$ cat src/common/mem_pkg.sv
//////////////////////////////
// Memory path package
// Bus widths and RAM geometry shared by
// the arbiters, the RAM slave and the top level
//////////////////////////////

`default_nettype none

package mem_pkg;

	// Split request/response bus
	localparam int addr_w = 32;
	localparam int data_w = 32;
	localparam int be_w = data_w / 8;	// One enable per byte lane

	// RAM slave geometry, word addressed
	localparam int ram_words = 256;
	localparam int ram_idx_w = $clog2(ram_words);

endpackage

`default_nettype wire

$ cat src/design/mem_arbiter/mem_arbiter.sv
//////////////////////////////
// Two-port round-robin arbiter
// Merges two split request/response masters
// onto one slave port. Grants are blocked
// while a read is outstanding and the
// response is steered back to its owner
//////////////////////////////

`timescale 1ns/1ps
`default_nettype none

module mem_arbiter
(
	input logic clk_i
	, input logic rst_i

	, input logic m0_req
	, input logic m0_we
	, input logic [mem_pkg::addr_w-1:0] m0_addr
	, input logic [mem_pkg::be_w-1:0] m0_be
	, input logic [mem_pkg::data_w-1:0] m0_wdata
	, output logic m0_ack
	, output logic m0_resp
	, output logic [mem_pkg::data_w-1:0] m0_rdata

	, input logic m1_req
	, input logic m1_we
	, input logic [mem_pkg::addr_w-1:0] m1_addr
	, input logic [mem_pkg::be_w-1:0] m1_be
	, input logic [mem_pkg::data_w-1:0] m1_wdata
	, output logic m1_ack
	, output logic m1_resp
	, output logic [mem_pkg::data_w-1:0] m1_rdata

	, output logic s_req
	, output logic s_we
	, output logic [mem_pkg::addr_w-1:0] s_addr
	, output logic [mem_pkg::be_w-1:0] s_be
	, output logic [mem_pkg::data_w-1:0] s_wdata
	, input logic s_ack
	, input logic s_resp
	, input logic [mem_pkg::data_w-1:0] s_rdata
);
	import mem_pkg::*;

	logic m0_rd_pend;
	logic m1_rd_pend;
	logic prio;		// Port that wins a tie, 0 after reset
	logic gnt_valid;
	logic gnt_sel;		// Index of the granted port

	// Only one read may be in flight, so any pending read freezes the grant
	always_comb
		begin
		gnt_valid = 1'b0;
		gnt_sel = 1'b0;
		if (!m0_rd_pend && !m1_rd_pend && (m0_req || m1_req))
			begin
			gnt_valid = 1'b1;
			if (prio)
				gnt_sel = m1_req;
			else
				gnt_sel = !m0_req;
			end
		end

	always_comb
		begin
		s_req = 1'b0;
		s_we = 1'b0;
		s_addr = {addr_w{1'b0}};
		s_be = {be_w{1'b0}};
		s_wdata = {data_w{1'b0}};
		if (gnt_valid)
			begin
			s_req = 1'b1;
			s_we = gnt_sel ? m1_we : m0_we;
			s_addr = gnt_sel ? m1_addr : m0_addr;
			s_be = gnt_sel ? m1_be : m0_be;
			s_wdata = gnt_sel ? m1_wdata : m0_wdata;
			end
		end

	assign m0_ack = gnt_valid && !gnt_sel && s_ack;
	assign m1_ack = gnt_valid && gnt_sel && s_ack;

	// Response goes only to the port that owns the read
	assign m0_resp = m0_rd_pend && s_resp;
	assign m1_resp = m1_rd_pend && s_resp;
	assign m0_rdata = m0_rd_pend ? s_rdata : {data_w{1'b0}};
	assign m1_rdata = m1_rd_pend ? s_rdata : {data_w{1'b0}};

	always_ff @(posedge clk_i)
		begin
		if (rst_i)
			begin
			m0_rd_pend <= 1'b0;
			m1_rd_pend <= 1'b0;
			prio <= 1'b0;
			end
		else
			begin
			if (s_resp)
				begin
				m0_rd_pend <= 1'b0;
				m1_rd_pend <= 1'b0;
				end
			if (gnt_valid && s_ack)
				begin
				prio <= !gnt_sel;	// Other port goes first next time
				if (!s_we)
					begin
					if (gnt_sel)
						m1_rd_pend <= 1'b1;
					else
						m0_rd_pend <= 1'b1;
					end
				end
			end
		end

endmodule

`default_nettype wire

$ cat config.mk
export PLATFORM = sky130hd
export DESIGN_NAME = mem_arbiter
export DESIGN_NICKNAME = d
export VERILOG_FILES = /design/src/common/mem_pkg.sv /design/src/design/mem_arbiter/mem_arbiter.sv
export SDC_FILE = /design/constraint.sdc
export NUM_CORES = 1
export LEC_CHECK = 0
export ABC_AREA = 1
export ABC_CLOCK_PERIOD_IN_PS = 3500
export BUFFER_PORTS_ARGS = -buffer_cell sky130_fd_sc_hd__buf_2
export CELL_PAD_IN_SITES_DETAIL_PLACEMENT = 1
export CELL_PAD_IN_SITES_GLOBAL_PLACEMENT = 1
export CORE_AREA = 2 2 121 123
export DETAILED_ROUTE_END_ITERATION = 7
export DIE_AREA = 0 0 123 125
export PLACE_DENSITY_LB_ADDON = 0.15
export SLEW_MARGIN = 40
export SYNTH_ARGS = -nofsm -noshare
export SYNTH_HDL_FRONTEND = slang
export SYNTH_SLANG_ARGS = --single-unit
$ cat constraint.sdc
create_clock -name clk_i -period 3.5 [get_ports clk_i]
set_input_delay 0.525 -clock clk_i [delete_from_list [all_inputs] [get_ports clk_i]]
set_output_delay 0.525 -clock clk_i [all_outputs]
set_load 0.02 [all_outputs]
**Word-level counts from Yosys, hierarchy flattened**

Cells that the tools add are included.

- Register bits after elaboration: 3
- Latch bits: 0
- Bits in writable memories: 0
- Memory bits (read-only): 0
- Memories kept: 0

- Add/subtract/negate cells: 0
- Multipliers: 0
- Divide/modulo/power cells: 0
- Order comparisons: 0
- Equal/unequal tests: 0
- Shift operators: 0
- Multiplexer cells: 22
- Bitwise operators: 0
- Reduce and logical (&&, ||, !) cells: 14

Operators with widths:

| kind | number |
|---|---|
| 32-bit 2-to-1 mux | 6 |
| 1-bit 2-to-1 mux | 14 |
| 1-bit logical AND | 9 |
| 4-bit 2-to-1 mux | 2 |
| 1-bit zero test | 4 |
| 1-bit logical OR | 1 |

**Longest topological paths before layout**

Gate-level depths: netlist (run 1).

- Depth after elaboration: 8
- Gate-level depth with buffers: 9
- Mapped depth without buffers: 6

**Worst setup path after synthesis (run 1)**

Ideal clock, no wire load.

- Path kind: input-to-output
- Start point: input m0_req
- End point: output s_we
- Data arrival time: 1.499 ns
- Data required time: 2.975 ns
- Path slack: 1.476 ns
- Stages: 5
- Buffers on the path: 2
- Cells stage by stage: nor2_1 > nor2_4 > buf_6 > buf_4 > a31oi_1

- Word-level cells in the longest chain between the ends: 5
- Elaborated cells between the ends (all ways): 8
- Those cells by class: mux: 5; reduce/logical: 3

Ends and longest elaborated chain:

| element | RTL line | RTL |
|---|---|---|
| start: declaration | mem_arbiter.sv:17 | `, input logic m0_req` |
| 1-bit zero test / 1-bit logical OR (equally long branches) | mem_arbiter.sv:63, mem_arbiter.sv:57 |  |
| 1-bit 2-to-1 mux / 1-bit logical AND (equally long branches) | mem_arbiter.sv:60, mem_arbiter.sv:57 |  |
| 1-bit 2-to-1 mux | mem_arbiter.sv:57 | `if (!m0_rd_pend && !m1_rd_pend && (m0_req \|\| m1_req))` |
| 1-bit 2-to-1 mux | mem_arbiter.sv:77 | `s_we = gnt_sel ? m1_we : m0_we;` |
| 1-bit 2-to-1 mux * | mem_arbiter.sv:74 | `if (gnt_valid)` |
| end: declaration | mem_arbiter.sv:36 | `, output logic s_we` |

Every way passes the cells marked *; elsewhere a longest branch is shown, timed or not.

**Worst setup path in the final report (run 1)**

- Start point: input m0_req
- End point: output m1_ack

- Word-level cells in the longest chain between the ends: 5
- Elaborated cells between the ends (all ways): 8
- Those cells by class: mux: 3; reduce/logical: 5

Ends and longest elaborated chain:

| element | RTL line | RTL |
|---|---|---|
| 1-bit zero test / 1-bit logical OR (equally long branches) | mem_arbiter.sv:63, mem_arbiter.sv:57 |  |
| 1-bit 2-to-1 mux / 1-bit logical AND (equally long branches) | mem_arbiter.sv:60, mem_arbiter.sv:57 |  |
| 1-bit 2-to-1 mux | mem_arbiter.sv:57 |  |
| 1-bit logical AND * (2 in a row) | mem_arbiter.sv:85 | `assign m1_ack = gnt_valid && gnt_sel && s_ack;` |
| end: declaration | mem_arbiter.sv:31 | `, output logic m1_ack` |

Marked as above.

==> flow_summary.rst, run 1 <==
.. list-table::
   :header-rows: 1

   * - Metric
     - Value
   * - Result of the run
     - finished, final reports clean
   * - Maximum Capacitance Violations
     - 0
   * - CTS tree
     - yes
   * - Maximum level of the CTS H-tree
     - 1
   * - Async SR Flop Fraction
     - 0%
   * - Standard-cell row count
     - 44
   * - Slack of the critical path
     - 1.06 ns
   * - Overflow after GRT
     - 0
   * - Largest net degree at the start of global routing
     - 50
   * - Post-layout nets
     - 872
   * - Synthesis-to-finish area growth
     - 97.0%
   * - Vias in the first global route
     - 3,688
   * - Endpoint class of the critical path
     - output port
   * - Power share of the combinational group
     - 76.6%
   * - Detailed placement HPWL
     - 9.53 mm
   * - Static leakage
     - 2.74 nW
   * - Maximum clock frequency
     - 0.409 GHz
   * - Hold-fix buffer count after cts
     - 0
   * - Global-route usage over all layers
     - 13.6%
   * - Max VDD drop
     - 83.2 µV
   * - Number of warning messages in the yosys log
     - 0
   * - Post-Place Setup Slack
     - 0.761 ns
   * - Routed wire length per instance
     - 12.9 µm
   * - Number of setup violations in the final report
     - 0
   * - Count of flip-flops with a built-in enable after synthesis
     - 0
   * - Final slew viol count
     - 0
   * - Post-Route Utilization
     - 25.6%
   * - Endpoint arrival time on the critical path
     - 1.92 ns
   * - Reg clk slew, reported paths
     - 0.03 ns
   * - Clock buffers created by TritonCTS
     - 3
   * - Mapped Avg Cell Area
     - 4.62 µm²
   * - Library cells used by synthesis
     - 23
   * - Proportion of total power due to net switching
     - 53.7%
   * - Count of clock tree sinks
     - 3
   * - Effective utilization at floorplan
     - 13.0%
   * - Gp weighted congestion
     - 0.790
   * - Resized cells post-CTS
     - 0
   * - Layout cells sized above 1
     - 50.2%
   * - Worst skew pair latency
     - 0.23 ns
   * - Post-Syn Instances
     - 400
   * - Unrepaired setup endpoints after global routing
     - no
   * - Number of synthesized register bits
     - 3
   * - Total standard cell area after synthesis
     - 0.00185 mm²
   * - Part of the Yosys area used for sequential elements
     - 3.25%
   * - Wire length of the first global-routing pass
     - 17.2 mm
   * - Vertical die dimension
     - 125 µm
   * - Root buf cell
     - sky130_fd_sc_hd__clkbuf_16
   * - Overall die width
     - 123 µm
   * - Placeable core region
     - 0.0142 mm²
   * - Worst path required time
     - 2.97 ns
   * - Area of the multi-input gates
     - 0.00118 mm²
   * - Number of setup buffers added after CTS
     - 0
   * - Int Pwr
     - 0.000442 W
   * - Sequential fraction of design power
     - 4.2%
   * - Category of the worst setup path launch point
     - input pin
   * - Most used flip-flop cell after synthesis
     - sky130_fd_sc_hd__dfxtp_1
   * - Normalized max-slew margin
     - 68.6%
   * - Routed via count divided by cell count
     - 4.00
   * - Total power per unit cell area
     - 262 mW/mm²
   * - Number of hold-slack violations in the final timing report
     - 0
   * - Number of antenna violations at the first check in global routing
     - 1
   * - Final antenna-violating net count
     - 0
   * - Worst-margin pin slew
     - 0.470 ns
   * - Routed WL
     - 11.3 mm
   * - Highest fanout seen on the critical path
     - 25
   * - Storage cell area
     - 60.1 µm²
   * - Clock network fraction of design power
     - 19.2%
   * - First-pass iteration count of the detailed router
     - 4
   * - Final period utilization
     - 69.8%
   * - Startpoint-to-endpoint class of the critical path
     - input pin to output port
   * - Area of the die
     - 0.0154 mm²
   * - Drt initial violations
     - 42
   * - Sum Neg Setup Slack
     - 0 ns
   * - DRC violations left
     - 0
   * - Post-route total power
     - 0.000953 W
   * - Number of nets in the synthesized netlist
     - 576
   * - Vias after detailed routing
     - 3,523
   * - Final critical delay including setup and external delays
     - 2.44 ns
   * - Count of buffers inserted at the top-level ports
     - 313
   * - I/O pin cnt
     - 314
   * - Worst Hold Class
     - input pin to register
   * - Switching power
     - 0.000512 W
   * - Bufs on Longest Clock Path
     - 2
   * - Fill cell count
     - 1,999
   * - Final clock skew
     - 0.00113 ns
-- metrics by stage --
step	instances	hold WS [ns]	area (µm²)
2_1_floorplan	400	0.528	1850
3_3_place_gp	874	0.593	3530
3_5_place_dp	874	0.585	3530
4_1_cts	878	0.493	3610
5_1_grt	880	0.499	3640
6_report	880	0.495	3640
-- logic make-up after synthesis --
| kind of cell | share of synthesized area [%] |
|---|---|
| buf+inv | 33.1 |
| simple gates | 43.2 |
| flops | 3.25 |
| compound gates | 20.5 |
-- worst paths after layout --
kind | from | to | slack [ns] | cells after the start
worst max register to register | m0_rd_pend | prio | 1.96 | 7
worst min-delay path | rst_i | m1_rd_pend | 0.49 | 2
worst min register to register | prio | prio | 0.59 | 2
worst max-delay path | m0_req | m1_ack | 1.06 | 7
-- cell type report --
type	count	area share, %
Antenna cell	1	0.0688
Clock buffer	4	2.17
Inverter	118	12.2
Multi-Input combinational cell	250	32.5
Sequential cell	3	1.65
Tap cell	184	6.33
Timing Repair Buffer	320	45.1
-- registers in the layout, indices dropped and copies added (netlist names) --
signal	count
m0_rd_pend	1
m1_rd_pend	1
prio	1
-- power groups by stage --
stage	clock [W]	combinational, W	sequential [W]
global route	0.000190	0.000806	0.0000402
finish	0.000183	0.000730	0.0000398
floorplan	0	0.000442	0.0000387
global placement	0	0.000724	0.0000402
CTS	0.000186	0.000739	0.0000399
detailed placement	0	0.000737	0.0000404
-- cell usage after synthesis, types with 2 or more instances --
library cell                 n  area [µm²]
sky130_fd_sc_hd__a21oi_1     2        10.0
sky130_fd_sc_hd__buf_1       6        22.5
sky130_fd_sc_hd__buf_2      10        50.1
sky130_fd_sc_hd__buf_4       6        45.0
sky130_fd_sc_hd__buf_6       3        33.8
sky130_fd_sc_hd__clkbuf_1    3        11.3
sky130_fd_sc_hd__dfxtp_1     3        60.1
sky130_fd_sc_hd__inv_1     116         435
sky130_fd_sc_hd__inv_2       2        7.51
sky130_fd_sc_hd__nand2_1    73         274
sky130_fd_sc_hd__nand3_1    45         225
sky130_fd_sc_hd__nor2_1     34         128
sky130_fd_sc_hd__nor2_2     20         125
sky130_fd_sc_hd__o21ai_0    55         275
sky130_fd_sc_hd__o21ai_1    14        70.1
-- critical path, cell delays in order --
cell,delay (ns)
sky130_fd_sc_hd__buf_2,0.14
sky130_fd_sc_hd__nor2_1,0.09
sky130_fd_sc_hd__nor2_4,0.16
sky130_fd_sc_hd__buf_4,0.30
sky130_fd_sc_hd__nand2_4,0.28
sky130_fd_sc_hd__nor2_1,0.21
sky130_fd_sc_hd__buf_2,0.21
-- layer usage --
layer	GRT usage, %	wire, µm	part of all wire, %
met1	12.6	3870	34
met4	3.54	147	1.3
met3	3.42	1200	11
met2	28.4	6100	54
met5	0	0	0
-- cell usage in the layout (no fill, tap or decap), types with 2 or more instances in the layout --
cell                          n
sky130_fd_sc_hd__o21ai_0     55
sky130_fd_sc_hd__clkbuf_16    3
sky130_fd_sc_hd__nand2_1     73
sky130_fd_sc_hd__nand3_1     45
sky130_fd_sc_hd__nor2_1      34
sky130_fd_sc_hd__a21oi_1      2
sky130_fd_sc_hd__o21ai_1     14
sky130_fd_sc_hd__buf_2      313
sky130_fd_sc_hd__buf_4        6
sky130_fd_sc_hd__inv_2        2
sky130_fd_sc_hd__nor2_2      20
sky130_fd_sc_hd__dfxtp_1      3
sky130_fd_sc_hd__inv_1      116
No activity file was read; power rests on OpenSTA's default activity.
==> inputs of run 2 (changes only) <==
--- a/config.mk
+++ b/config.mk
@@ -5,14 +5,14 @@
 export SDC_FILE = /design/constraint.sdc
 export NUM_CORES = 1
 export LEC_CHECK = 0
-export ABC_AREA = 1
-export ABC_CLOCK_PERIOD_IN_PS = 3500
+export ABC_AREA = 0
+export ABC_CLOCK_PERIOD_IN_PS = 2000
 export BUFFER_PORTS_ARGS = -buffer_cell sky130_fd_sc_hd__buf_2
 export CELL_PAD_IN_SITES_DETAIL_PLACEMENT = 1
 export CELL_PAD_IN_SITES_GLOBAL_PLACEMENT = 1
-export CORE_AREA = 2 2 121 123
+export CORE_AREA = 2 2 122 124
 export DETAILED_ROUTE_END_ITERATION = 7
-export DIE_AREA = 0 0 123 125
+export DIE_AREA = 0 0 124 126
 export PLACE_DENSITY_LB_ADDON = 0.15
 export SLEW_MARGIN = 40
 export SYNTH_ARGS = -nofsm -noshare
==> constraint.sdc (replaced) <==
create_clock -name clk_i -period 2 [get_ports clk_i]
set_input_delay 0.3 -clock clk_i [delete_from_list [all_inputs] [get_ports clk_i]]
set_output_delay 0.3 -clock clk_i [all_outputs]
set_load 0.02 [all_outputs]
==> run 2 against run 1 <==
  * Utilization fell by 3.3 points
  * Critical path depth fell by 2
  * Register-to-register slack got worse by 1.2 ns
  * Synthesized area fell by 26%
  * Largest power group unchanged
  * Critical endpoint is now s_wdata[28]
==> flow_summary.rst, run 2 <==
.. list-table::
   :header-rows: 1

   * - Metric
     - Value
   * - Result of the run
     - finished, final reports clean (unchanged)
   * - Wire length of the first global-routing pass
     - 15.4 mm (was 17.2 mm)
   * - Detailed placement HPWL
     - 9.38 mm (was 9.53 mm)
   * - Async SR Flop Fraction
     - 0% (unchanged)
   * - Highest metal layer used by the detailed router
     - met4 (unchanged)
   * - Largest net degree at the start of global routing
     - 57 (was 50)
   * - Dominant cell type by area after synthesis
     - sky130_fd_sc_hd__a22o_1 (was sky130_fd_sc_hd__inv_1)
   * - Post-Syn Instances
     - 177 (was 400)
   * - Library cells used by synthesis
     - 19 (was 23)
   * - Routed via count divided by cell count
     - 4.10 (was 4.00)
   * - Largest regs
     - m0_rd_pend (1), m1_rd_pend (1), prio (1) (unchanged)
   * - Final antenna-violating net count
     - 0 (unchanged)
   * - Number of setup violations in the final report
     - 0 (unchanged)
   * - Normalized max-slew margin
     - 81.8% (was 68.6%)
   * - Cells along the critical path
     - nor2_2 -> and3_2 -> buf_12 -> a22o_1 -> buf_2 (was buf_2 -> nor2_1 -> nor2_4 -> buf_4 -> nand2_4 -> nor2_1 -> buf_2)
   * - Leading cell type in the layout, fill and taps excluded
     - sky130_fd_sc_hd__buf_2 (unchanged)
   * - Count of flip-flops with a built-in enable after synthesis
     - 0 (unchanged)
   * - First-pass iteration count of the detailed router
     - 4 (unchanged)
   * - I/O pin cnt
     - 314 (unchanged)
   * - Startpoint-to-endpoint class of the critical path
     - register to output port (was input pin to output port)
   * - Overflow after GRT
     - 0 (unchanged)
   * - Detail Route met3 WL
     - 1.53 mm (was 1.20 mm)
   * - Clock buffers created by TritonCTS
     - 3 (unchanged)
   * - Commonest non-fill, non-tap cells in the layout
     - sky130_fd_sc_hd__buf_2, sky130_fd_sc_hd__a22o_1, sky130_fd_sc_hd__and2_1, sky130_fd_sc_hd__clkbuf_16 (was sky130_fd_sc_hd__buf_2, sky130_fd_sc_hd__inv_1, sky130_fd_sc_hd__nand2_1, sky130_fd_sc_hd__o21ai_0, sky130_fd_sc_hd__nand3_1)
   * - Highest fanout seen on the critical path
     - 44 (was 25)
   * - Number of synthesized register bits
     - 3 (unchanged)
   * - Number of antenna violations at the first check in global routing
     - 1 (unchanged)
   * - Slowest stage cell on the critical path
     - sky130_fd_sc_hd__dfxtp_1 (was sky130_fd_sc_hd__buf_4)
   * - Area of the multi-input gates
     - 0.00114 mm² (was 0.00118 mm²)
   * - Unrepaired setup endpoints after global routing
     - no (unchanged)
   * - Placeable core region
     - 0.0143 mm² (was 0.0142 mm²)
   * - Synth area leaders
     - sky130_fd_sc_hd__a22o_1, sky130_fd_sc_hd__and2_1, sky130_fd_sc_hd__buf_6 (was sky130_fd_sc_hd__inv_1, sky130_fd_sc_hd__o21ai_0, sky130_fd_sc_hd__nand2_1)
   * - Met2 layer wire length in the routed design
     - 6.14 mm (was 6.10 mm)
   * - Layout cells sized above 1
     - 68.3% (was 50.2%)
   * - Design area
     - 0.00320 mm² (was 0.00364 mm²)
   * - Fill cell count
     - 1,842 (was 1,999)
   * - Cell with the most instances after synthesis
     - sky130_fd_sc_hd__a22o_1 (was sky130_fd_sc_hd__inv_1)
   * - Final Hold Slack
     - 0.335 ns (was 0.495 ns)
   * - Worst Hold Class
     - input pin to register (unchanged)
   * - Number of setup buffers added after CTS
     - 0 (unchanged)
   * - Total power per unit cell area
     - 403 mW/mm² (was 262 mW/mm²)
   * - Worst skew pair latency
     - 0.22 ns (was 0.23 ns)
   * - Root buf cell
     - sky130_fd_sc_hd__clkbuf_16 (unchanged)
   * - Vias in the first global route
     - 2,849 (was 3,688)
   * - Number of hold-slack violations in the final timing report
     - 0 (unchanged)
   * - Routed WL
     - 11.1 mm (was 11.3 mm)
   * - Final period utilization
     - 93.3%
   * - Overall die width
     - 124 µm (was 123 µm)
   * - Endpoint arrival time on the critical path
     - 1.57 ns (was 1.92 ns)
   * - Vias after detailed routing
     - 2,720 (was 3,523)
   * - Global-route usage over all layers
     - 12.9% (was 13.6%)
   * - Standard-cell row count
     - 44 (unchanged)
   * - Drt initial violations
     - 67 (was 42)
   * - Mapped Avg Cell Area
     - 7.72 µm² (was 4.62 µm²)
   * - Endpoint class of the critical path
     - output port (unchanged)
   * - Gp weighted congestion
     - 0.732 (was 0.790)
   * - Most frequent cells after synthesis
     - sky130_fd_sc_hd__a22o_1, sky130_fd_sc_hd__and2_1, sky130_fd_sc_hd__buf_6 (was sky130_fd_sc_hd__inv_1, sky130_fd_sc_hd__nand2_1, sky130_fd_sc_hd__o21ai_0)
   * - Number of nets in the synthesized netlist
     - 353 (was 576)
   * - Static leakage
     - 2.04 nW (was 2.74 nW)
   * - Bufs on Longest Clock Path
     - 2 (unchanged)
   * - Area of the die
     - 0.0156 mm² (was 0.0154 mm²)
   * - Part of the Yosys area used for sequential elements
     - 4.40% (was 3.25%)
   * - Total standard cell area after synthesis
     - 0.00137 mm² (was 0.00185 mm²)
   * - Maximum level of the CTS H-tree
     - 1 (unchanged)
   * - CP max stage delay
     - 0.32 ns (was 0.30 ns)
   * - Routed wire length per instance
     - 16.8 µm (was 12.9 µm)
   * - Storage cell area
     - 60.1 µm² (unchanged)
   * - Fraction of post-synthesis cell area in the top cell type by area
     - 44.2% (was 23.6%)
   * - Final slew viol count
     - 0 (unchanged)
   * - Worst path required time
     - 1.70 ns (was 2.97 ns)
   * - Worst-margin pin slew
     - 0.273 ns (was 0.470 ns)
   * - Final critical delay including setup and external delays
     - 1.87 ns
   * - Post-layout nets
     - 656 (was 872)
   * - Final clock skew
     - 0.00200 ns (was 0.00113 ns)
   * - Effective utilization at floorplan
     - 9.55% (was 13.0%)
   * - CTS tree
     - yes (unchanged)
   * - Max VDD drop
     - 245 µV (was 83.2 µV)
   * - Count of buffers inserted at the top-level ports
     - 313 (unchanged)
   * - Sum Neg Setup Slack
     - 0 ns (unchanged)
   * - Category of the worst setup path launch point
     - register (was input pin)
   * - Dpl cell area
     - 0.00307 mm² (was 0.00353 mm²)
   * - Synthesis-to-finish area growth
     - 134% (was 97.0%)
   * - Most used flip-flop cell after synthesis
     - sky130_fd_sc_hd__dfxtp_1 (unchanged)
   * - DRC violations left
     - 0 (unchanged)
   * - Maximum clock frequency
     - 0.536 GHz
   * - Number of warning messages in the yosys log
     - 0 (unchanged)
   * - Reg clk slew, reported paths
     - 0.03 ns (about the same)
   * - Count of clock tree sinks
     - 3 (unchanged)
   * - Maximum Capacitance Violations
     - 0 (unchanged)
   * - Vertical die dimension
     - 126 µm (was 125 µm)
   * - Detailed-route wire length on metal 1
     - 3.39 mm (was 3.87 mm)
run 2: worst max-delay path, delay by kind of cell (launching register included):
| kind | cells | cell delay [ns] |
|---|---|---|
| AO/OA/AOI/OAI | 1 | 0.17 |
| buffers and inverters | 2 | 0.41 |
| AND/OR/NAND/NOR | 2 | 0.42 |
| flip-flops | 1 | 0.32 |
run 2: worst paths after layout:
kind	slack, ns	endpoint	start	cells past startpoint
worst max-delay path	0.13	s_wdata[28]	m1_rd_pend	5
worst min-delay path	0.34	prio	rst_i	2
worst max register to register	0.81	m1_rd_pend	prio	4
worst min register to register	0.59	prio	prio	2
run 2: per-layer routing:
metal | GRT usage [%] | up-vias
met2 | 26.7 | 183
li1 | - | 1269
met3 | 4.89 | 4
met5 | 0 | -
met4 | 2.25 | 0
met1 | 11.4 | 1264
run 2: repair_timing:
action	in CTS	in global routing
hold buffers	0	0
resized for setup	1	5
pin swaps	0	0
setup endpoints to repair	44	47
gates cloned	0	1
hold endpoints to repair	0	0
run 2: cell families after synthesis:
| logic type | count (synthesis) | share of synthesized area, % |
|---|---|---|
| buf+inv | 22 | 12.3 |
| simple gates | 78 | 36.1 |
| flops | 3 | 4.40 |
| compound gates | 74 | 47.3 |
run 2: final cells by class:
cell class | instances | area share, %
Timing Repair Buffer | 320 | 52.7
Multi-Input combinational cell | 152 | 35.7
Tap cell | 184 | 7.20
Clock buffer | 4 | 2.47
Sequential cell | 3 | 1.88
Antenna cell | 1 | 0.0783
run 2: through the flow:
| step | util [%] | cells | total power, W | setup slack, ns |
|---|---|---|---|---|
| after detailed placement | 21.4 | 658 | 0.000971 | 0.154 |
| after global routing | 22.3 | 664 | 0.00138 | 0.0273 |
| after floorplan | - | 177 | 0.000573 | 0.418 |
| after global placement | 21.4 | 658 | 0.000963 | 0.173 |
| final | 22.3 | 664 | 0.00129 | 0.134 |
| after CTS | 22.0 | 662 | 0.00129 | 0.0296 |
run 2: where the power goes:
part / internal (W) / switching [W]
combinational: 0.000396 / 0.000516
sequential: 0.0000634 / 0.00000312
clock: 0.000262 / 0.0000486
total: 0.000722 / 0.000567
==> inputs of run 3 (changes only) <==
--- a/config.mk
+++ b/config.mk
@@ -14,6 +14,7 @@
 export DETAILED_ROUTE_END_ITERATION = 7
 export DIE_AREA = 0 0 124 126
 export PLACE_DENSITY_LB_ADDON = 0.15
+export RECOVER_POWER = 50
 export SLEW_MARGIN = 40
 export SYNTH_ARGS = -nofsm -noshare
 export SYNTH_HDL_FRONTEND = slang
==> run 3 against run 2 <==
  * Via count grew 0.11%
  * First-iteration DRC count is 13% lower
  * Clock skew about the same
  * Register-to-register slack got worse by 0.10 ns
  * Critical endpoint is now s_wdata[0]
  * Largest power group unchanged
==> flow_summary.rst, run 3 (synthesized netlist as in run 2, its figures left out) <==
.. list-table::
   :header-rows: 1

   * - Metric
     - Value
   * - Result of the run
     - finished, final reports clean (unchanged)
   * - Detailed placement HPWL
     - 9.38 mm (unchanged)
   * - Worst path required time
     - 1.70 ns (about the same)
   * - Vertical die dimension
     - 126 µm (unchanged)
   * - Max VDD drop
     - 247 µV (was 245 µV)
   * - Routed wire length per instance
     - 16.7 µm (was 16.8 µm)
   * - Final period utilization
     - 93.0% (was 93.3%)
   * - Number of antenna violations at the first check in global routing
     - 1 (unchanged)
   * - Endpoint arrival time on the critical path
     - 1.56 ns (was 1.57 ns)
   * - DRC violations left
     - 0 (unchanged)
   * - Wire length of the first global-routing pass
     - 15.4 mm (unchanged)
   * - Category of the worst setup path launch point
     - register (unchanged)
   * - Overflow after GRT
     - 0 (unchanged)
   * - Effective utilization at floorplan
     - 9.55% (unchanged)
   * - Maximum clock frequency
     - 0.538 GHz (was 0.536 GHz)
   * - R2R depth
     - 3 (was 4)
   * - Count of cell instances traversed by the critical path
     - 5 (unchanged)
   * - I/O pin cnt
     - 314 (unchanged)
   * - Unrepaired setup endpoints after global routing
     - no (unchanged)
   * - Slowest stage cell on the critical path
     - sky130_fd_sc_hd__dfxtp_1 (unchanged)
   * - Vias after detailed routing
     - 2,723 (was 2,720)
   * - Startpoint-to-endpoint class of the critical path
     - register to output port (unchanged)
   * - First-pass iteration count of the detailed router
     - 4 (unchanged)
   * - Start point of the critical path
     - m0_rd_pend (was m1_rd_pend)
   * - CTS tree
     - yes (unchanged)
   * - Standard-cell row count
     - 44 (unchanged)
   * - Count of clock tree sinks
     - 3 (unchanged)
   * - Static leakage
     - 1.85 nW (was 2.04 nW)
   * - Worst flop-to-flop path startpoint
     - m1_rd_pend (was prio)
   * - Root buf cell
     - sky130_fd_sc_hd__clkbuf_16 (unchanged)
   * - FF-to-FF setup slack
     - 0.71 ns (was 0.81 ns)
   * - Worst setup path endpoint
     - s_wdata[0] (was s_wdata[28])
   * - Gp weighted congestion
     - 0.732 (unchanged)
   * - Crit Reg-Reg Endpoint
     - m1_rd_pend (unchanged)
   * - Post-layout nets
     - 656 (unchanged)
   * - Normalized max-slew margin
     - 65.1% (was 81.8%)
   * - CP max stage delay
     - 0.32 ns (about the same)
   * - Routed WL
     - 11.1 mm (about the same)
   * - Largest net degree at the start of global routing
     - 57 (unchanged)
   * - Area of the die
     - 0.0156 mm² (unchanged)
   * - Vias in the first global route
     - 2,849 (unchanged)
   * - Final clock skew
     - 0.00243 ns (was 0.00200 ns)
   * - Global-route usage over all layers
     - 12.9% (unchanged)
   * - Hold-fix buffer count after cts
     - 0 (unchanged)
   * - Dominant delay contributor by cell family on the critical path
     - compound AO/OA/AOI/OAI gates (was simple AND/OR/NAND/NOR gates)
   * - Leading cell type in the layout, fill and taps excluded
     - sky130_fd_sc_hd__buf_2 (unchanged)
   * - Total power per unit cell area
     - 409 mW/mm² (was 403 mW/mm²)
   * - Worst-margin pin slew
     - 0.524 ns (was 0.273 ns)
   * - Worst skew pair latency
     - 0.22 ns (about the same)
   * - Bufs on Longest Clock Path
     - 2 (unchanged)
   * - Endpoint class of the critical path
     - output port (unchanged)
   * - Maximum Capacitance Violations
     - 0 (unchanged)
   * - Synthesis-to-finish area growth
     - 130% (was 134%)
   * - Number of setup violations in the final report
     - 0 (unchanged)
   * - Fill cell count
     - 1,849 (was 1,842)
   * - Maximum level of the CTS H-tree
     - 1 (unchanged)
   * - Sum Neg Setup Slack
     - 0 ns (unchanged)
   * - Crit path buffers/inverters
     - 2 (unchanged)
   * - Final antenna-violating net count
     - 0 (unchanged)
   * - Layout cells sized above 1
     - 60.3% (was 68.3%)
   * - Final critical delay including setup and external delays
     - 1.86 ns (was 1.87 ns)
   * - Count of buffers inserted at the top-level ports
     - 313 (unchanged)
   * - Post-route total power
     - 0.00128 W (was 0.00129 W)
   * - Cells along the critical path
     - a211oi_2 -> and2_4 -> buf_16 -> a22o_1 -> buf_2 (was nor2_2 -> and3_2 -> buf_12 -> a22o_1 -> buf_2)
   * - Placeable core region
     - 0.0143 mm² (unchanged)
   * - Number of hold-slack violations in the final timing report
     - 0 (unchanged)
   * - Final slew viol count
     - 0 (unchanged)
   * - Worst Hold Class
     - input pin to register (unchanged)
   * - Commonest non-fill, non-tap cells in the layout
     - sky130_fd_sc_hd__buf_2, sky130_fd_sc_hd__a22o_1, sky130_fd_sc_hd__and2_1, sky130_fd_sc_hd__clkbuf_1, sky130_fd_sc_hd__and2_0 (was sky130_fd_sc_hd__buf_2, sky130_fd_sc_hd__a22o_1, sky130_fd_sc_hd__and2_1, sky130_fd_sc_hd__clkbuf_16)
   * - Highest fanout seen on the critical path
     - 28 (was 44)
   * - Number of setup buffers added after CTS
     - 0 (unchanged)
   * - Overall die width
     - 124 µm (unchanged)
   * - Reg clk slew, reported paths
     - 0.03 ns (about the same)
   * - Clock buffers created by TritonCTS
     - 3 (unchanged)
   * - Largest regs
     - m0_rd_pend (1), m1_rd_pend (1), prio (1) (unchanged)
   * - Drt initial violations
     - 58 (was 67)
   * - Routed via count divided by cell count
     - 4.10 (about the same)
## run 3: cell types whose count changed in the layout (fill, tap and decap cells not counted)
cell	before	now
sky130_fd_sc_hd__and2_0	0	26
sky130_fd_sc_hd__and2_1	67	41
sky130_fd_sc_hd__buf_2	313	273
sky130_fd_sc_hd__buf_4	2	0
sky130_fd_sc_hd__clkbuf_1	1	39
sky130_fd_sc_hd__clkbuf_2	0	4
## run 3: metal layers
metal	GRT usage [%]	vias to the layer above	routed length, µm
met1	11.4	1264	3350
li1	-	1270	-
met4	2.25	0	91
met3	4.89	6	1540
met5	0	-	0
met2	26.7	183	6140
## run 3: layout make-up
class                           instances  area (µm²)  share of cell area [%]
Timing Repair Buffer                  320        1630                    51.9
Sequential cell                         3        60.1                    1.91
Clock buffer                            4        78.8                    2.51
Tap cell                              184         230                    7.32
Antenna cell                            1        2.50                  0.0796
Multi-Input combinational cell        152        1140                    36.3
## run 3: how the worst min path moves through the flow
stage	depth (start not counted)	to	slack, ns	startpoint
after global routing	2	prio	0.35	rst_i
after detailed placement	2	prio	0.58	rst_i
after CTS	2	prio	0.34	rst_i
after floorplan	1	prio	0.38	rst_i
final	2	prio	0.33	rst_i
after global placement	2	prio	0.57	rst_i
## run 3: metrics by stage
step	instances	instance area, µm²	hold slack [ns]	util [%]	setup WS (ns)
floorplan	177	1370	0.378	-	0.418
CTS	662	3150	0.343	22.0	0.0296
global placement	658	3070	0.573	21.4	0.173
finish	664	3140	0.334	22.0	0.140
global route	664	3140	0.349	22.0	0.0278
detailed placement	658	3070	0.575	21.4	0.154
## run 3: worst reg2reg max path, stage by stage, from the launching register on
cell	delay (ns)
sky130_fd_sc_hd__dfxtp_1	0.36
sky130_fd_sc_hd__clkbuf_2	0.46
sky130_fd_sc_hd__nor3b_1	0.27
sky130_fd_sc_hd__a21o_1	0.13
## run 3: power breakdown
part / switching (W) / internal (W)
sequential: 0.00000307 / 0.0000634
combinational: 0.000516 / 0.000389
clock: 0.0000502 / 0.000263
total: 0.000569 / 0.000715
## run 3: what timing repair did
| action | CTS | global route |
|---|---|---|
| setup endpoints to repair | 44 | 47 |
| gates resized for setup | 1 | 5 |
| gates cloned | 0 | 1 |
